[src/pal_pkg.sv]
/*
 * Shared definitions for the palette stage of the arcade video board.
 * Holds the palette word format, the host register map, the palette
 * address union and the AXI4-Lite response codes.
 */

`default_nettype none

package pal_pkg;

    // ======================================================================
    // Widths
    // ======================================================================

    localparam int PAL_AW = 13;
    localparam int PAL_DW = 16;
    localparam int AXI_AW = 16;
    localparam int AXI_DW = 32;

    // One palette entry, which is also the RGB pixel leaving the stage
    typedef logic [PAL_DW-1:0] pal_word_t;

    // Object or playfield color code from the tile and sprite engines
    typedef logic [10:0] color_t;

    // The host sees the palette as eight banks of 1024 entries
    typedef struct packed {
        logic [2:0] bank;
        logic [9:0] index;
    } pal_host_addr_t;

    // Video side splits the address into half, bank and color code
    typedef struct packed {
        logic   pal_hi;
        logic   bank;
        color_t color;
    } pal_video_addr_t;

    typedef union packed {
        pal_host_addr_t  host;
        pal_video_addr_t video;
    } pal_addr_u;

    // ======================================================================
    // Host register map
    // ======================================================================

    localparam logic [AXI_AW-1:0] VID_CTRL_ADDR = 16'h0000;

    // Set for palette accesses, bits 14 to 2 then carry the palette index
    localparam int PAL_WINDOW_BIT = 15;

    // Bit positions in the video control word
    localparam int CTL_PAL_HI       = 15;
    localparam int CTL_PF_BANK      = 14;
    localparam int CTL_OBJ_BANK_OFF = 13;
    localparam int CTL_FORCE_BUS    = 12;
    localparam int CTL_OBJ_OFF      = 7;

    // AXI response codes
    localparam logic [1:0] RESP_OKAY   = 2'b00;
    localparam logic [1:0] RESP_SLVERR = 2'b10;

endpackage

`default_nettype wire

[src/pal_bus_if.sv]
/*
 * Carries palette accesses from the AXI4-Lite slave to the palette mixer.
 * The slave drives one-cycle requests through the host modport and the
 * mixer returns the unregistered RAM word through the palette modport.
 */

`timescale 1ns/1ps
`default_nettype none

interface pal_bus_if;

    // High for exactly one cycle per palette access
    logic req;

    // Write when high together with req, read otherwise
    logic we;

    // Keeps its last value while req is low
    pal_pkg::pal_addr_u addr;

    logic [pal_pkg::PAL_DW-1:0] wdata;

    // Combinational RAM output, valid in the same cycle as req
    logic [pal_pkg::PAL_DW-1:0] rdata;

    modport host (
        output req,
        output we,
        output addr,
        output wdata,
        input  rdata
    );

    modport palette (
        input  req,
        input  we,
        input  addr,
        input  wdata,
        output rdata
    );

endinterface

`default_nettype wire

[src/pal_mixer.sv]
/*
 * Palette mixer. Picks one RAM address per cycle from the host bus, the
 * object color or the playfield color, forwards bus writes to the RAM and
 * registers the RAM word as the RGB pixel on the pixel enable.
 */

`timescale 1ns/1ps
`default_nettype none

module pal_mixer (
    input  wire                 clk,
    input  wire                 ce_pix,
    input  pal_pkg::pal_word_t  ctrl,
    pal_bus_if.palette          bus,

    input  pal_pkg::color_t     obj_color,
    input  wire                 obj_prio,
    input  wire                 obj_active,
    input  pal_pkg::color_t     pf_color,
    input  wire                 pf_prio,

    output pal_pkg::pal_addr_u  ram_addr,
    output logic                ram_we,
    output pal_pkg::pal_word_t  ram_wdata,
    input  pal_pkg::pal_word_t  ram_q,

    output pal_pkg::pal_word_t  rgb_out
);

    // ======================================================================
    // Source selection
    // ======================================================================

    logic obj_avail;
    logic obj_bank;
    logic obj_sel;
    logic bus_sel;
    pal_pkg::pal_addr_u obj_addr;
    pal_pkg::pal_addr_u pf_addr;

    // The object layer can be switched off as a whole
    assign obj_avail = obj_active && !ctrl[pal_pkg::CTL_OBJ_OFF];

    // Priority objects use the upper bank unless bank split is disabled
    assign obj_bank = obj_prio && !ctrl[pal_pkg::CTL_OBJ_BANK_OFF];

    // Host requests and the force bit both hand the RAM to the bus
    assign bus_sel = bus.req || ctrl[pal_pkg::CTL_FORCE_BUS];

    // A priority object beats the playfield when the bank split is off
    // or the playfield allows it; a plain object needs pf_prio
    assign obj_sel = obj_avail &&
                     ((obj_prio && (ctrl[pal_pkg::CTL_OBJ_BANK_OFF] || pf_prio)) ||
                      (!obj_prio && pf_prio));

    // ======================================================================
    // Address composition
    // ======================================================================

    always_comb begin
        obj_addr.video.pal_hi = ctrl[pal_pkg::CTL_PAL_HI];
        obj_addr.video.bank   = obj_bank;
        obj_addr.video.color  = obj_color;

        pf_addr.video.pal_hi  = ctrl[pal_pkg::CTL_PAL_HI];
        pf_addr.video.bank    = ctrl[pal_pkg::CTL_PF_BANK];
        pf_addr.video.color   = pf_color;
    end

    always_comb begin
        if (bus_sel)
            ram_addr = bus.addr;
        else if (obj_sel)
            ram_addr = obj_addr;
        else
            ram_addr = pf_addr;
    end

    // Forcing the bus without a request only reads the last bus address
    assign ram_we    = bus.req && bus.we;
    assign ram_wdata = bus.wdata;
    assign bus.rdata = ram_q;

    // ======================================================================
    // Pixel output
    // ======================================================================

    // One cycle from address selection to pixel
    always_ff @(posedge clk) begin
        if (ce_pix)
            rgb_out <= ram_q;
    end

endmodule

`default_nettype wire

[src/flat_wrapper.sv]
// flat-port wrapper written by rule: the top's interface ports become plain ports
module pal_mixer_flat 
  (clk, ce_pix, ctrl, obj_color, obj_prio, obj_active, pf_color, pf_prio, ram_addr, ram_we, ram_wdata, ram_q, rgb_out, bus_req, bus_we, bus_addr, bus_wdata, bus_rdata);
  pal_bus_if bus_i ();
  input  wire clk;
  input  wire ce_pix;
  input  pal_pkg::pal_word_t ctrl;
  input  pal_pkg::color_t obj_color;
  input  wire obj_prio;
  input  wire obj_active;
  input  pal_pkg::color_t pf_color;
  input  wire pf_prio;
  output pal_pkg::pal_addr_u ram_addr;
  output logic ram_we;
  output pal_pkg::pal_word_t ram_wdata;
  input  pal_pkg::pal_word_t ram_q;
  output pal_pkg::pal_word_t rgb_out;
  input wire logic [$bits(bus_i.req)-1:0] bus_req;
  input wire logic [$bits(bus_i.we)-1:0] bus_we;
  input wire logic [$bits(bus_i.addr)-1:0] bus_addr;
  input wire logic [$bits(bus_i.wdata)-1:0] bus_wdata;
  output wire logic [$bits(bus_i.rdata)-1:0] bus_rdata;
  assign bus_i.req = bus_req;
  assign bus_i.we = bus_we;
  assign bus_i.addr = bus_addr;
  assign bus_i.wdata = bus_wdata;
  assign bus_rdata = bus_i.rdata;
  pal_mixer u_core (.clk(clk), .ce_pix(ce_pix), .ctrl(ctrl), .bus(bus_i), .obj_color(obj_color), .obj_prio(obj_prio), .obj_active(obj_active), .pf_color(pf_color), .pf_prio(pf_prio), .ram_addr(ram_addr), .ram_we(ram_we), .ram_wdata(ram_wdata), .ram_q(ram_q), .rgb_out(rgb_out));
endmodule
[config.mk]
export PLATFORM = sky130hd
export DESIGN_NAME = pal_mixer_flat
export DESIGN_NICKNAME = d
export VERILOG_FILES = /design/src/pal_pkg.sv /design/src/pal_bus_if.sv /design/src/pal_mixer.sv /design/src/flat_wrapper.sv
export SDC_FILE = /design/constraint.sdc
export NUM_CORES = 1
export LEC_CHECK = 0
export ABC_CLOCK_PERIOD_IN_PS = 900
export BUFFER_PORTS_ARGS = -buffer_cell sky130_fd_sc_hd__buf_2
export CAP_MARGIN = 20
export CORE_MARGIN = 1.5
export CORE_UTILIZATION = 30
export DETAILED_ROUTE_END_ITERATION = 8
export PLACE_DENSITY_LB_ADDON = 0.1
export SYNTH_ARGS = -nofsm -noshare
export SYNTH_HDL_FRONTEND = slang
export SYNTH_SLANG_ARGS = --single-unit
[constraint.sdc]
create_clock -name clk -period 0.9 [get_ports clk]
set_clock_uncertainty 0.1 [all_clocks]
set_input_delay 0.135 -clock clk [delete_from_list [all_inputs] [get_ports clk]]
set_output_delay 0.135 -clock clk [all_outputs]
set_load 0.01 [all_outputs]
==> flow_summary.toml <==
[sta]
slew_violations = 0
rsz0062_at_grt = "yes"
max_freq_ghz = 0.8025
hold_viol = 0
post-route-period-util = 1.385
period_needed_ns = 1.246
finalSetupTns_ns = -5.836
tightest_slew_ns = 0.2198
setup_viol = 29
fin_ws_ns = -0.3462
worst_slew_margin_rel = 0.8534

[yosys]
synth_xor_area_frac = 0
synthTopCellsByArea = "edfxtp_1 45%, buf_4 25%, a31oi_1 7.1%"
synth_flop_cell = "edfxtp_1"
ys_ff_latch = 16
yosys.area_share.simple = 0.1280
yosysTopAreaCell = "edfxtp_1"
async_reset_ff_frac = 0
synth_nets = 199
synth_mux_area_frac = 0.01066
syn-instance-count = 109
synth_edf_count = 16
syn_area_per_cell_sq_um = 9.688
syn_area_sq_um = 1056
synthTopCellsByCount = "35 x buf_4, 16 x edfxtp_1, 12 x a31oi_1, 12 x nor2_1"
synth_top_family_by_area = "buffers and inverters"
synth_warnings = 0
yosys.area.top_type_share = 0.4550
seq_area_frac_synth = 0.4550
synth_compound_area_frac = 0.1434
yosys.cell_types.count = 17
synth_fa_ha_area_frac = 0
synthMostInstantiatedCell = "buf_4"

[global_routing]
grt_use_total = 0.1463
grt_max_degree = 19
antenna_found_initial = 0
grt_pass1_wl_um = 4643
grt.overflow.total = 0
grt_pass1_vias = 1082

[setup_path]
worstPathMaxFanout = 12
crit_chain = "buf_6 -> and2b_2 -> buf_12 -> nand3_1 -> a31oi_2 -> buf_2"
critPathMaxStageDelay_ns = 0.22
arrival_ns = 1.01
cp-start-kind = "primary input"
required_ns = 0.66
cp-end-kind = "primary output"
crit_slowest_cell = "and2b_2"
path_class = "in2out"

[route]
viasPerCell = 4.595
dr_total_vias = 1158
totalWireLength_um = 3092
drt_iter0_markers = 36
drc = 0
ant_nets = 0
wl_per_cell_um = 12.27
drt-pass1-iter-count = 4

[clocking]
cts.reportedPaths.clkPinSlew_ns = 0.09
h-tree-depth = 1
cts_tree = "yes"
cts_buffers = 3
clkSinkCount = 16
cts.path.max_buffers = 2
cts-root-buf = "clkbuf_4"

[placement]
finalWeightedCongestion = 0.6804
dp_slack_ns = -0.4777
portBuffers = 108

[die]
chipWidth_um = 62.33
die_height_um = 62.33
start_util = 0.3140
dieArea_sq_um = 3885
rows = 21
core_area_sq_um = 3363
io_pins = 152

[power_and_ir_drop]
irDropWorstVdd_mv = 0.7287
p_leak_uw = 0.0008441
power_density_nw_per_um2 = 1067

[layout]
n_antenna_cell = 0
largest_reg_flops = 16
fillers = 324
largest_register = "u_core.rgb_out"
syn_to_final_growth_pct = 76.30
drive_gt1_frac = 0.6893
reg_top3 = "u_core.rgb_out (16)"
final_nets = 297

[job]
max_cap_viol_count = 0

[hold_path]
hold_path_class = "in2reg"

[run_status]
status = "complete, but fails checks"
violations = "negative setup slack"
layout make-up:
type / instances / area, sq um / area share
Multi-Input combinational cell: 55 / 439.2 / 0.2359
Sequential cell: 16 / 480.5 / 0.2581
Clock buffer: 3 / 22.52 / 0.01210
Tap cell: 46 / 57.56 / 0.03091
Clock inverter: 1 / 3.754 / 0.002016
Timing Repair Buffer: 131 / 858.3 / 0.4610
final timing paths:
check,to,slack [ns],from,depth (start not counted)
worst max-delay path,ram_addr[1],-0.35,ctrl[7],6
worst min-delay path,u_core.rgb_out[3],0.14,ce_pix,2
report_power, final:
part / internal [uW] / switching [uW] / leakage [uW] / total (uW)
combinational: 390 / 338 / 0.000672 / 728
clock: 161 / 202 / 0.0000154 / 363
sequential: 884 / 12.9 / 0.000157 / 896
total: 1430 / 553 / 0.000844 / 1990
timing repair:
action                                  CTS  global route
buffers inserted                          0             0
hold buffers                             16             0
endpoints found under the setup margin   29            29
cloned                                    0             1
hold endpoints to repair                 16             0
resized for setup                        16            22
pin swaps                                 1             6
stage by stage:
step | util | total power (uW) | instance area, sq um | instances | hold slack, ns
after floorplan | - | 1297 | 1150 | 109 | 0.1339
final | 0.5536 | 1987 | 1862 | 252 | 0.1374
after CTS | 0.5264 | 1976 | 1770 | 251 | 0.1282
after detailed placement | 0.4624 | 1521 | 1555 | 231 | 0.1701
after global placement | 0.4624 | 1507 | 1555 | 231 | 0.1701
after global routing | 0.5536 | 2103 | 1862 | 252 | 0.1280
critical path, delay by kind of cell:
family                 cells  cell delay, ns
buffers and inverters      3            0.37
AOI/OAI and AO/OA          1            0.19
and+or+nand+nor            2            0.31
layout by cell type (no fill, tap or decap), drive strengths merged:
| cell type | n |
|---|---|
| a21o | 1 |
| a21oi | 1 |
| dlygate4sd3 | 16 |
| nand2b | 1 |
| clkbuf | 3 |
| nor2 | 13 |
| nand3 | 11 |
| and2 | 1 |
| mux2 | 1 |
| and2b | 1 |
| buf | 115 |
| nand4b | 1 |
| edfxtp | 16 |
| a31oi | 12 |
| o21ai | 12 |
| clkinv | 1 |
cells by family after synthesis:
| kind of cell | after synthesis |
|---|---|
| compound gates | 26 |
| mux | 1 |
| simple gates | 28 |
| buf+inv | 38 |
| flops | 16 |
layer usage:
metal	routed length, um	GRT usage	vias up
li1	-	-	556
met1	1056	0.1517	535
met2	1693	0.2772	49
met3	263	0.04529	18
met4	78	0.05000	0
met5	0	0	-
Power figures use the tool's default switching activity.
