**src/pal_pkg.sv**
```systemverilog
/*
 * Shared definitions for the palette stage of the arcade video board.
 * Holds the palette word format, the host register map, the palette
 * address union and the AXI4-Lite response codes.
 */

`default_nettype none

package pal_pkg;

    // ======================================================================
    // Widths
    // ======================================================================

    localparam int PAL_AW = 13;
    localparam int PAL_DW = 16;
    localparam int AXI_AW = 16;
    localparam int AXI_DW = 32;

    // One palette entry, which is also the RGB pixel leaving the stage
    typedef logic [PAL_DW-1:0] pal_word_t;

    // Object or playfield color code from the tile and sprite engines
    typedef logic [10:0] color_t;

    // The host sees the palette as eight banks of 1024 entries
    typedef struct packed {
        logic [2:0] bank;
        logic [9:0] index;
    } pal_host_addr_t;

    // Video side splits the address into half, bank and color code
    typedef struct packed {
        logic   pal_hi;
        logic   bank;
        color_t color;
    } pal_video_addr_t;

    typedef union packed {
        pal_host_addr_t  host;
        pal_video_addr_t video;
    } pal_addr_u;

    // ======================================================================
    // Host register map
    // ======================================================================

    localparam logic [AXI_AW-1:0] VID_CTRL_ADDR = 16'h0000;

    // Set for palette accesses, bits 14 to 2 then carry the palette index
    localparam int PAL_WINDOW_BIT = 15;

    // Bit positions in the video control word
    localparam int CTL_PAL_HI       = 15;
    localparam int CTL_PF_BANK      = 14;
    localparam int CTL_OBJ_BANK_OFF = 13;
    localparam int CTL_FORCE_BUS    = 12;
    localparam int CTL_OBJ_OFF      = 7;

    // AXI response codes
    localparam logic [1:0] RESP_OKAY   = 2'b00;
    localparam logic [1:0] RESP_SLVERR = 2'b10;

endpackage

`default_nettype wire

```
**src/pal_bus_if.sv**
```systemverilog
/*
 * Carries palette accesses from the AXI4-Lite slave to the palette mixer.
 * The slave drives one-cycle requests through the host modport and the
 * mixer returns the unregistered RAM word through the palette modport.
 */

`timescale 1ns/1ps
`default_nettype none

interface pal_bus_if;

    // High for exactly one cycle per palette access
    logic req;

    // Write when high together with req, read otherwise
    logic we;

    // Keeps its last value while req is low
    pal_pkg::pal_addr_u addr;

    logic [pal_pkg::PAL_DW-1:0] wdata;

    // Combinational RAM output, valid in the same cycle as req
    logic [pal_pkg::PAL_DW-1:0] rdata;

    modport host (
        output req,
        output we,
        output addr,
        output wdata,
        input  rdata
    );

    modport palette (
        input  req,
        input  we,
        input  addr,
        input  wdata,
        output rdata
    );

endinterface

`default_nettype wire

```
**src/pal_axi_slave.sv**
```systemverilog
/*
 * AXI4-Lite slave for the palette stage. Decodes each access into the
 * video control register, the palette window or an unmapped address, and
 * turns palette accesses into one-cycle requests on the palette bus.
 */

`timescale 1ns/1ps
`default_nettype none

module pal_axi_slave (
    input  wire                         clk,
    input  wire                         reset,

    // Write address, write data and write response channels
    input  wire  [pal_pkg::AXI_AW-1:0]  awaddr,
    input  wire                         awvalid,
    output logic                        awready,
    input  wire  [pal_pkg::AXI_DW-1:0]  wdata,
    input  wire  [3:0]                  wstrb,
    input  wire                         wvalid,
    output logic                        wready,
    output logic [1:0]                  bresp,
    output logic                        bvalid,
    input  wire                         bready,

    // Read address and read data channels
    input  wire  [pal_pkg::AXI_AW-1:0]  araddr,
    input  wire                         arvalid,
    output logic                        arready,
    output logic [pal_pkg::AXI_DW-1:0]  rdata,
    output logic [1:0]                  rresp,
    output logic                        rvalid,
    input  wire                         rready,

    output pal_pkg::pal_word_t          ctrl,
    pal_bus_if.host                     bus
);

    // ======================================================================
    // Address decode
    // ======================================================================

    logic wr_hit_pal;
    logic wr_hit_ctrl;
    logic rd_hit_pal;
    logic rd_hit_ctrl;
    logic idle;
    logic wr_start;
    logic rd_start;
    pal_pkg::pal_addr_u wr_pal_addr;
    pal_pkg::pal_addr_u rd_pal_addr;

    assign wr_hit_pal  = awaddr[pal_pkg::PAL_WINDOW_BIT];
    assign rd_hit_pal  = araddr[pal_pkg::PAL_WINDOW_BIT];
    assign wr_hit_ctrl = awaddr[15:2] == pal_pkg::VID_CTRL_ADDR[15:2];
    assign rd_hit_ctrl = araddr[15:2] == pal_pkg::VID_CTRL_ADDR[15:2];

    // Bits 14 to 12 pick the bank and bits 11 to 2 the entry in it
    always_comb begin
        wr_pal_addr.host.bank  = awaddr[14:12];
        wr_pal_addr.host.index = awaddr[11:2];
        rd_pal_addr.host.bank  = araddr[14:12];
        rd_pal_addr.host.index = araddr[11:2];
    end

    // ======================================================================
    // Handshake control
    // ======================================================================

    // Only one access is in its handshake cycle at any time
    assign idle = !awready && !arready;

    // A pending response blocks a new access on its own channel
    assign wr_start = awvalid && wvalid && !bvalid && idle;

    // Writes win when both channels become ready together
    assign rd_start = arvalid && !rvalid && idle && !wr_start;

    always_ff @(posedge clk) begin
        if (reset) begin
            awready <= 1'b0;
            wready  <= 1'b0;
            arready <= 1'b0;
            bvalid  <= 1'b0;
            rvalid  <= 1'b0;
            bus.req <= 1'b0;
            ctrl    <= '0;
        end else begin
            awready <= wr_start;
            wready  <= wr_start;
            arready <= rd_start;

            // The palette request lines up with the ready cycle
            bus.req <= (wr_start && wr_hit_pal) || (rd_start && rd_hit_pal);

            if (bvalid && bready)
                bvalid <= 1'b0;
            else if (awready)
                bvalid <= 1'b1;

            if (rvalid && rready)
                rvalid <= 1'b0;
            else if (arready)
                rvalid <= 1'b1;

            // Control register takes byte strobes on its two bytes
            if (awready && wr_hit_ctrl) begin
                if (wstrb[0])
                    ctrl[7:0] <= wdata[7:0];
                if (wstrb[1])
                    ctrl[15:8] <= wdata[15:8];
            end
        end
    end

    // ======================================================================
    // Request payload and responses
    // ======================================================================

    always_ff @(posedge clk) begin
        if (wr_start) begin
            bus.we    <= 1'b1;
            bus.wdata <= wdata[pal_pkg::PAL_DW-1:0];
            if (wr_hit_pal)
                bus.addr <= wr_pal_addr;
        end else if (rd_start) begin
            bus.we <= 1'b0;
            if (rd_hit_pal)
                bus.addr <= rd_pal_addr;
        end

        // Unmapped writes are dropped and answered with SLVERR
        if (awready)
            bresp <= (wr_hit_pal || wr_hit_ctrl) ? pal_pkg::RESP_OKAY : pal_pkg::RESP_SLVERR;

        // Palette word is sampled while its request is on the bus
        if (arready) begin
            rresp <= pal_pkg::RESP_OKAY;
            if (rd_hit_pal)
                rdata <= {{(pal_pkg::AXI_DW-pal_pkg::PAL_DW){1'b0}}, bus.rdata};
            else if (rd_hit_ctrl)
                rdata <= {{(pal_pkg::AXI_DW-pal_pkg::PAL_DW){1'b0}}, ctrl};
            else begin
                rdata <= '0;
                rresp <= pal_pkg::RESP_SLVERR;
            end
        end
    end

endmodule

`default_nettype wire

```
**src/flat_wrapper.sv**
```systemverilog
// flat-port wrapper written by rule: the top's interface ports become plain ports
module pal_axi_slave_flat 
  (clk, reset, awaddr, awvalid, awready, wdata, wstrb, wvalid, wready, bresp, bvalid, bready, araddr, arvalid, arready, rdata, rresp, rvalid, rready, ctrl, bus_req, bus_we, bus_addr, bus_wdata, bus_rdata);
  pal_bus_if bus_i ();
  input  wire clk;
  input  wire reset;
  input  wire  [pal_pkg::AXI_AW-1:0] awaddr;
  input  wire awvalid;
  output logic awready;
  input  wire  [pal_pkg::AXI_DW-1:0] wdata;
  input  wire  [3:0] wstrb;
  input  wire wvalid;
  output logic wready;
  output logic [1:0] bresp;
  output logic bvalid;
  input  wire bready;
  input  wire  [pal_pkg::AXI_AW-1:0] araddr;
  input  wire arvalid;
  output logic arready;
  output logic [pal_pkg::AXI_DW-1:0] rdata;
  output logic [1:0] rresp;
  output logic rvalid;
  input  wire rready;
  output pal_pkg::pal_word_t ctrl;
  output wire logic [$bits(bus_i.req)-1:0] bus_req;
  output wire logic [$bits(bus_i.we)-1:0] bus_we;
  output wire logic [$bits(bus_i.addr)-1:0] bus_addr;
  output wire logic [$bits(bus_i.wdata)-1:0] bus_wdata;
  input wire logic [$bits(bus_i.rdata)-1:0] bus_rdata;
  assign bus_req = bus_i.req;
  assign bus_we = bus_i.we;
  assign bus_addr = bus_i.addr;
  assign bus_wdata = bus_i.wdata;
  assign bus_i.rdata = bus_rdata;
  pal_axi_slave u_core (.clk(clk), .reset(reset), .awaddr(awaddr), .awvalid(awvalid), .awready(awready), .wdata(wdata), .wstrb(wstrb), .wvalid(wvalid), .wready(wready), .bresp(bresp), .bvalid(bvalid), .bready(bready), .araddr(araddr), .arvalid(arvalid), .arready(arready), .rdata(rdata), .rresp(rresp), .rvalid(rvalid), .rready(rready), .ctrl(ctrl), .bus(bus_i));
endmodule
```
**config.mk**
```make
export PLATFORM = sky130hd
export DESIGN_NAME = pal_axi_slave_flat
export DESIGN_NICKNAME = d
export VERILOG_FILES = /design/src/pal_pkg.sv /design/src/pal_bus_if.sv /design/src/pal_axi_slave.sv /design/src/flat_wrapper.sv
export SDC_FILE = /design/constraint.sdc
export NUM_CORES = 1
export LEC_CHECK = 0
export ABC_AREA = 1
export BUFFER_PORTS_ARGS = -buffer_cell sky130_fd_sc_hd__buf_2
export CORE_UTILIZATION = 25
export CTS_BUF_LIST = sky130_fd_sc_hd__clkbuf_8
export DETAILED_ROUTE_END_ITERATION = 7
export HOLD_SLACK_MARGIN = 0.15
export PLACE_DENSITY = 0.62
export REMOVE_ABC_BUFFERS = 1
export SETUP_SLACK_MARGIN = 0.4
export SLEW_MARGIN = 20
export SYNTH_ARGS = -nofsm -noshare
export SYNTH_HDL_FRONTEND = slang
export SYNTH_SLANG_ARGS = --single-unit
```
**constraint.sdc**
```tcl
create_clock -name clk -period 4.95 [get_ports clk]
set_input_delay 0.99 -clock clk [delete_from_list [all_inputs] [get_ports clk]]
set_output_delay 0.99 -clock clk [all_outputs]
set_load 0.01 [all_outputs]
```
==> results.cfg, run 1 <==
[final_layout]
area_growth_syn_to_layout_pct = 31.16
fill_cells = 1206
n_antenna_cell = 0
final_nets = 543
drive_above_1_share_pct = 34.35
finish.utilization_pct = 33.76

[worst_setup_path]
crit_path_cell_trace = buf_2 -> inv_1 -> nor2_1 -> nand3_1 -> inv_1 -> nand2_1 -> nand2_1
worstPathArrival_ns = 2.46
ff2ff_path_depth = 5
max_stage_delay_ns = 0.52
cp-end-kind = flip-flop
cp_data_required_time_ns = 4.92
crit_fanout = 20
r2r_start = u_core.wready
crit_slowest_cell = nand3_1
r2r_end = u_core.bus.addr[8]
crit_type = in -> reg
start_kind = input pin
rrSetupSlack_ns = 2.71

[synthesis]
synth_top_family_by_area = simple AND/OR/NAND/NOR gates
synth-compound-area-share_pct = 1.441
synth.most_common_cell = nand2_1
synth_top_flop_cell = edfxtp_1
syn-cell-area_um2 = 2952
synthMuxAreaShare_pct = 0
synth_top_cell_area_share_pct = 47.82
synth_area_per_cell_um2 = 9.370
ys_seq_area_share_pct = 62.74
yosys-top-cells-area = edfxtp_1 (48%), dfxtp_1 (15%), nand2_1 (14%)
netlist_instances = 315
yosys.area.top_type = edfxtp_1
yosysWarnings = 0
synth-edff-count = 47
yosys.area_share.simple_pct = 25.39
synth_cell_types = 20
synth-xor-area-share_pct = 0
synth.top_cells.by_count = nand2_1 (110), nor2_1 (50), edfxtp_1 (47), dfxtp_1 (22)
ys_async_sr_fraction_pct = 0
synth_seq_cells = 69
synth_fa_ha_area_share_pct = 0

[detailed_routing]
via_count = 2487
drc = 0
antenna_left = 0
met3_length_um = 355
m1WireLength_mm = 3.450
drt_first_pass_iters = 4
first_iter_violations = 144
dr_wl_met2_mm = 3.742
totalWireLength_mm = 7.756
viasPerCell = 4.145
wl_per_cell_um = 12.93
top_layer = met4

[die]
dieHeight_um = 110.7
fp.dieW_um = 110.7
die-area_um2 = 12240
io_pins = 179
row_count = 39
floorplan.initialDensity_pct = 25.74
coreArea_um2 = 11470

[sta]
setup_tns_ns = 0
worst_pin_slew_ns = 0.7987
setup_ws_ns = 2.462
setup_viol = 0
finalHoldViolations = 0
finalCriticalPeriod_ns = 2.488
fmax_mhz = 401.9
finalCritPeriodShare_pct = 50.27
slew_headroom_pct = 46.75
clock-skew-final_ns = 0.009124
rsz0062_at_grt = no
slew_viol_final = 0

[grt]
grt_overflow = 0
grt_pass1_wl_mm = 12.19
grt_pass1_vias = 2404
grtUsageTotal_pct = 13.07
grt_max_degree = 28
antenna_found_initial = 0

[cts]
clock_path_buffers = 2
htree_levels = 3
cts_num_sinks = 69
ctsHoldBuffers = 0
cts_resized = 0
clkTransAtPathRegs_ns = 0.07
cts_setup_buffers = 0
cts_tree = built
clk_latency_ns = 0.34
cts_buffers = 9
clockRootBuffer = clkbuf_8

[power_and_ir_drop]
p_leak_nw = 1.973
peakVddDrop_v = 0.0001373
powerDensity_nw_per_um2 = 322.1
power_mw = 1.247

[placed_design]
dp_slack_ns = 2.101
gp_congestion = 0.7726
io_buffers = 138
dp_hpwl_mm = 5.484

[worst_hold_path]
whs_endpoint = u_core.bus.we
min-delay-start = u_core.bus.we
holdPathStages = 2
min_path_type = reg -> reg

[run_status]
status = finished clean

[job]
drv_cap = 0
==> layout by cell type (no fill, tap or decap) <==
cell,synthesis,final
a211oi_1,1,1
buf_2,7,138
edfxtp_1,47,47
nand2_1,110,110
dfxtp_1,22,22
clkbuf_8,1,11
o21ai_0,3,3
conb_1,1,18
inv_1,20,23
and3_1,1,1
nor2_1,50,50
nand4_2,2,2
nor2_2,3,3
clkinv_1,1,2
bufinv_16,0,1
a21oi_1,4,4
and3b_1,1,1
buf_4,20,2
nand3_1,18,18
==> worst max-delay path by stage <==
stage / from / end / slack, ns
after floorplan: wvalid / u_core.bus.addr[0] / 2.00
after global placement: wvalid / u_core.bus.addr[9] / 2.15
after detailed placement: wvalid / u_core.bus.addr[7] / 2.10
after CTS: wvalid / u_core.bus.addr[5] / 2.48
after global routing: wvalid / u_core.bus.addr[5] / 2.33
final: wvalid / u_core.bus.addr[8] / 2.46
==> state kept, by name, summed over array words and instances, names as in the netlist <==
name / count
u_core.arready: 1
u_core.bresp: 1
u_core.bus.addr: 13
u_core.bus.req: 1
u_core.bus.wdata: 16
u_core.bus.we: 1
u_core.bvalid: 1
u_core.ctrl: 16
u_core.rdata: 16
u_core.rresp: 1
u_core.rvalid: 1
u_core.wready: 1
==> power by group <==
group	internal, mW	leakage [nW]	switching, mW	total [mW]
logic	0.0489	1.25	0.0818	0.131
registers	0.649	0.617	0.00815	0.657
clock network	0.254	0.111	0.206	0.460
==> routing by layer <==
layer	vias to the layer above	track usage, %
li1	1243	-
met1	1127	15.68
met2	100	21.82
met3	17	2.515
met4	0	7.556
met5	-	0
==> per-stage QoR <==
step	instances	area, um2	hold WS (ns)
after floorplan	301	2790	0.4694
after global placement	584	3675	0.4454
after detailed placement	584	3675	0.4319
after CTS	600	3871	0.4525
after global routing	600	3871	0.5125
final	600	3871	0.4544
==> critical path, delay by kind of cell <==
family                 cells  cell delay, ns
AND/OR/NAND/NOR            4            1.13
buffers and inverters      3            0.33
==> kinds of logic after synthesis <==
kind of cell | after synthesis
other | 1
buffers and inverters | 52
AO/OA/AOI/OAI | 8
AND/OR/NAND/NOR | 185
flip-flops | 69
==> area by class of cell <==
| class | count | area [um2] | share of cell area, % |
|---|---|---|---|
| flip-flops and latches | 69 | 1852 | 47.83 |
| multi-input cells | 211 | 859.6 | 22.20 |
| repair buffers | 140 | 705.7 | 18.23 |
| well taps | 143 | 178.9 | 4.622 |
| clock buffers | 11 | 151.4 | 3.911 |
| inverters | 21 | 78.83 | 2.036 |
| clock inverters | 5 | 45.04 | 1.164 |
No activity file was read; power rests on OpenSTA's default activity.
==> inputs of run 2 (changes only) <==
==> constraint.sdc (replaced) <==
create_clock -name clk -period 2.6 [get_ports clk]
set_input_delay 0.52 -clock clk [delete_from_list [all_inputs] [get_ports clk]]
set_output_delay 0.52 -clock clk [all_outputs]
set_load 0.01 [all_outputs]
==> run 2 against run 1 <==
Sequential share of layout area fell by 0.91 points. Non-clock buffer count rose by 3. Clock power rose by 130%. Critical endpoint is now arready.
==> results.cfg, run 2 (synthesis gave the netlist of run 1 again) <==
[run_status]
status = finished clean

[die]
die-area_um2 = 12240
floorplan.initialDensity_pct = 25.74
fp.dieW_um = 110.7
dieHeight_um = 110.7
row_count = 39
coreArea_um2 = 11470
io_pins = 179

[worst_setup_path]
cp_data_required_time_ns = 2.08
start_kind = flip-flop
max_stage_delay_ns = 0.38
cp-end-kind = output port
crit_fanout = 18
worstPathArrival_ns = 1.22
crit_slowest_cell = dfxtp_1
crit_type = reg -> out
crit_family = buffers and inverters
path_buf_inv = 2
crit_path_cell_trace = buf_4 -> buf_2

[cts]
ctsHoldBuffers = 0
clkTransAtPathRegs_ns = 0.07
cts_tree = built
htree_levels = 3
clock_path_buffers = 2
cts_num_sinks = 69
clockRootBuffer = clkbuf_8
cts_setup_buffers = 0
cts_buffers = 9
cts_resized = 0
clk_latency_ns = 0.34

[sta]
worst_pin_slew_ns = 0.5853
clock-skew-final_ns = 0.007303
slew_viol_final = 0
finalCriticalPeriod_ns = 1.743
slew_headroom_pct = 60.74
rsz0062_at_grt = no
setup_tns_ns = 0
finalCritPeriodShare_pct = 67.05
fmax_mhz = 573.6
setup_viol = 0
finalHoldViolations = 0

[job]
drv_cap = 0

[grt]
grt_util_met3_pct = 3.280
grt_pass1_vias = 2343
grtUsageTotal_pct = 12.95
busiest_layer = met2
grt_overflow = 0
grt_pass1_wl_mm = 12.14
grt_max_degree = 28
groute.layer.met1.usage_pct = 15.85
antenna_found_initial = 0
use_met2_pct = 21.90

[detailed_routing]
viasPerCell = 4.050
via_count = 2442
drt_first_pass_iters = 4
antenna_left = 0
wl_per_cell_um = 12.82
drc = 0
first_iter_violations = 88
totalWireLength_mm = 7.731

[placed_design]
placedCellCount = 587
dp_hpwl_mm = 5.605
io_buffers = 138
gp_congestion = 0.7764

[power_and_ir_drop]
p_leak_nw = 2.006
power_mw = 2.572
peakVddDrop_v = 0.0003014
powerDensity_nw_per_um2 = 651.7

[final_layout]
fill_cells = 1207
final-seq-area_um2 = 1852
drive_above_1_share_pct = 35.43
finish.utilization_pct = 34.41
final_common_cell = buf_2
multi_input_area_um2 = 859.6
fin_cells = 603
final_nets = 546
biggestRegsByFlops = u_core.bus.wdata x16, u_core.ctrl x16, u_core.rdata x16
final_cell_mix = buf_2 (138), nand2_1 (110), nor2_1 (50)
area_growth_syn_to_layout_pct = 33.70
n_antenna_cell = 0

[worst_hold_path]
min_path_type = in -> reg
run 2: cell types whose count changed in the layout (fill, tap and decap cells not counted), sizes merged:
cell,delta
clkinv,+1
inv,-2
clkbuf,-1
bufinv,+2
buf,+3
run 2: routing by layer:
metal,up-vias,share of wire (%)
met1,1092,44
met5,-,0
met3,10,5.2
li1,1245,-
met4,0,1.5
met2,95,49
run 2: layout make-up:
type | count | share of cell area [%]
Tap cell | 143 | 4.534
Clock inverter | 6 | 2.822
Inverter | 21 | 1.997
Timing Repair Buffer | 143 | 18.45
Clock buffer | 10 | 3.488
Sequential cell | 69 | 46.92
Multi-Input combinational cell | 211 | 21.78
run 2: worst paths after layout:
| path | start | endpoint | slack [ns] | cells after the start |
|---|---|---|---|---|
| worst max-delay path | u_core.arready | arready | 0.86 | 2 |
| worst min-delay path | rready | u_core.rvalid | 0.35 | 2 |
| worst max register to register | u_core.wready | u_core.bus.addr[10] | 0.88 | 5 |
| worst min register to register | u_core.bus.we | u_core.bus.we | 0.46 | 2 |
run 2: power by group:
part           internal [mW]  leakage, nW  switching, mW  total (mW)
clock                  0.663        0.128          0.408        1.07
combinational         0.0946         1.26          0.155       0.250
sequential              1.23        0.617         0.0161        1.25
run 2: stage by stage:
step	cell area (um2)	worst slack [ns]	hold slack (ns)
floorplan	2790	0.03945	0.4694
global placement	3697	0.7095	0.4351
detailed placement	3697	0.7053	0.4430
CTS	3946	0.7994	0.3318
global route	3946	0.6747	0.3373
finish	3946	0.8567	0.3543
==> inputs of run 3 (changes only) <==
--- a/config.mk
+++ b/config.mk
@@ -11,7 +11,7 @@
 export CTS_BUF_LIST = sky130_fd_sc_hd__clkbuf_8
 export DETAILED_ROUTE_END_ITERATION = 7
 export HOLD_SLACK_MARGIN = 0.15
-export PLACE_DENSITY = 0.62
+export PLACE_DENSITY = 0.64
 export REMOVE_ABC_BUFFERS = 1
 export SETUP_SLACK_MARGIN = 0.4
 export SLEW_MARGIN = 20
==> constraint.sdc (replaced) <==
create_clock -name clk -period 1.5 [get_ports clk]
set_input_delay 0.3 -clock clk [delete_from_list [all_inputs] [get_ports clk]]
set_output_delay 0.3 -clock clk [all_outputs]
set_load 0.01 [all_outputs]
==> run 3 against run 2 <==
Combinational power rose to 2.7 times the previous value. Sequential power up 74%. Clock skew up 0.0046 ns. Final area up 28%. Cell count up 10%. Via count up 14%. Global-route usage up 1.8 points. Critical path depth up 4. Sequential cell count unchanged. First-iteration DRC count up 110%. Die area unchanged. Total power up 82%. Highest routed layer unchanged.
==> results.cfg, run 3 (synthesis gave the netlist of run 1 again) <==
[cts]
htree_levels = 3
cts_tree = built
cts_buffers = 9
clkTransAtPathRegs_ns = 0.08
cts_num_sinks = 69
clk_latency_ns = 0.36
clock_path_buffers = 2
clockRootBuffer = clkbuf_8

[grt]
grt_overflow = 0
grtUsageTotal_pct = 14.75
grt_pass1_wl_mm = 13.64
grt_pass1_vias = 2681
grt_max_degree = 19
antenna_found_initial = 0

[job]
drv_cap = 0

[final_layout]
fin_cells = 665
drive_above_1_share_pct = 51.53
multi_input_area_um2 = 1052
area_growth_syn_to_layout_pct = 70.84
final_cell_mix = buf_2 (115), nand2_1 (82), edfxtp_1 (47)
n_antenna_cell = 0
biggestRegsByFlops = u_core.bus.wdata x16, u_core.ctrl x16, u_core.rdata x16
final_nets = 608
fill_cells = 1103
final_common_cell = buf_2
final-seq-area_um2 = 1889

[placed_design]
gp_congestion = 0.7885
placedCellCount = 597
io_buffers = 138
dp_hpwl_mm = 5.768

[die]
die-area_um2 = 12240
coreArea_um2 = 11470
io_pins = 179
row_count = 39
dieHeight_um = 110.7
floorplan.initialDensity_pct = 25.74
fp.dieW_um = 110.7

[detailed_routing]
first_iter_violations = 187
drt_first_pass_iters = 4
antenna_left = 0
via_count = 2779
viasPerCell = 4.179
totalWireLength_mm = 9.248
drc = 0
wl_per_cell_um = 13.91

[worst_setup_path]
worstPathArrival_ns = 1.42
crit_family = simple AND/OR/NAND/NOR gates
crit_path_cell_trace = nor2_4 -> nand2_2 -> nor2_4 -> nand3_2 -> nand2_4 -> clkbuf_16
r2r_end = u_core.bus.addr[4]
cp_data_required_time_ns = 1.58
rrSetupSlack_ns = 0.16
path_common_cell = nor2_4
ff2ff_path_depth = 6
cp-end-kind = flip-flop
start_kind = flip-flop
crit_fanout = 6
crit_type = reg -> reg
r2r_start = u_core.arready
max_stage_delay_ns = 0.38
crit_slowest_cell = dfxtp_4
path_buf_inv = 1

[sta]
slew_viol_final = 0
finalHoldViolations = 0
finalCriticalPeriod_ns = 1.336
finalCritPeriodShare_pct = 89.09
setup_viol = 0
holdWs_ns = 0.1668
rsz0062_at_grt = yes
fmax_mhz = 748.3
clock-skew-final_ns = 0.01194

[power_and_ir_drop]
p_leak_nw = 2.439
power_mw = 4.688
powerDensity_nw_per_um2 = 929.8
peakVddDrop_v = 0.0004437

[worst_hold_path]
min_path_type = in -> reg
holdPathStages = 2
min-delay-start = reset
whs_endpoint = u_core.bus.req

[run_status]
status = finished clean
[run 3: worst reg2reg max path, stage by stage (launching register included)]
cell	delay, ns
dfxtp_4	0.38
nor2_4	0.11
nand2_2	0.07
nor2_4	0.13
nand3_2	0.11
nand2_4	0.11
clkbuf_16	0.15
[run 3: cell type report]
type,count,area share (%)
multi-input combinational,211,20.87
sequential,69,37.47
inverter,21,1.613
tap,143,3.548
timing repair buffer,205,31.76
clock buffer,9,2.457
clock inverter,7,2.283
[run 3: power by group]
group	leakage [nW]	switching [mW]	total, mW	internal [mW]
logic	1.69	0.340	0.671	0.331
clock network	0.121	0.747	1.84	1.10
registers	0.629	0.0344	2.17	2.14
total	2.44	1.12	4.69	3.57
[run 3: how the worst max path moves through the flow]
stage	slack, ns	to	from	cells past startpoint
final	0.16	u_core.bus.addr[4]	u_core.arready	6
after global routing	0.11	u_core.bus.addr[1]	u_core.arready	6
after CTS	0.18	u_core.bus.addr[10]	u_core.wready	6
after detailed placement	-0.0005	u_core.bus.addr[10]	wvalid	8
after global placement	0.04	u_core.bus.addr[8]	wvalid	8
after floorplan	-1.06	u_core.bus.addr[0]	u_core.arready	5
[run 3: timing repair]
action / 4_1_cts / 5_1_grt
resized for setup: 62 / 71
gates cloned: 1 / 3
setup endpoints to repair: 127 / 147
endpoints found under the hold margin: 19 / 0
pin swaps: 1 / 14
hold buffers: 20 / 0
setup buffers: 23 / 5
[run 3: layer usage]
layer / wire length (um) / up-vias / track usage, %
met2: 4948 / 96 / 25.55
met1: 3728 / 1300 / 17.28
li1: - / 1372 / -
met5: 0 / - / 0
met3: 424 / 11 / 3.226
met4: 147 / 0 / 7.022
[run 3: stage by stage]
stage / utilization (%) / setup WS (ns) / instance area (um2) / TNS [ns]
global route: 43.97 / 0.1094 / 5042 / 0
CTS: 40.89 / 0.1776 / 4690 / 0
detailed placement: 33.33 / -0.0005038 / 3822 / -0.002255
finish: 43.97 / 0.1637 / 5042 / 0
floorplan: - / -1.061 / 2790 / -31.24
global placement: 33.33 / 0.03671 / 3822 / 0
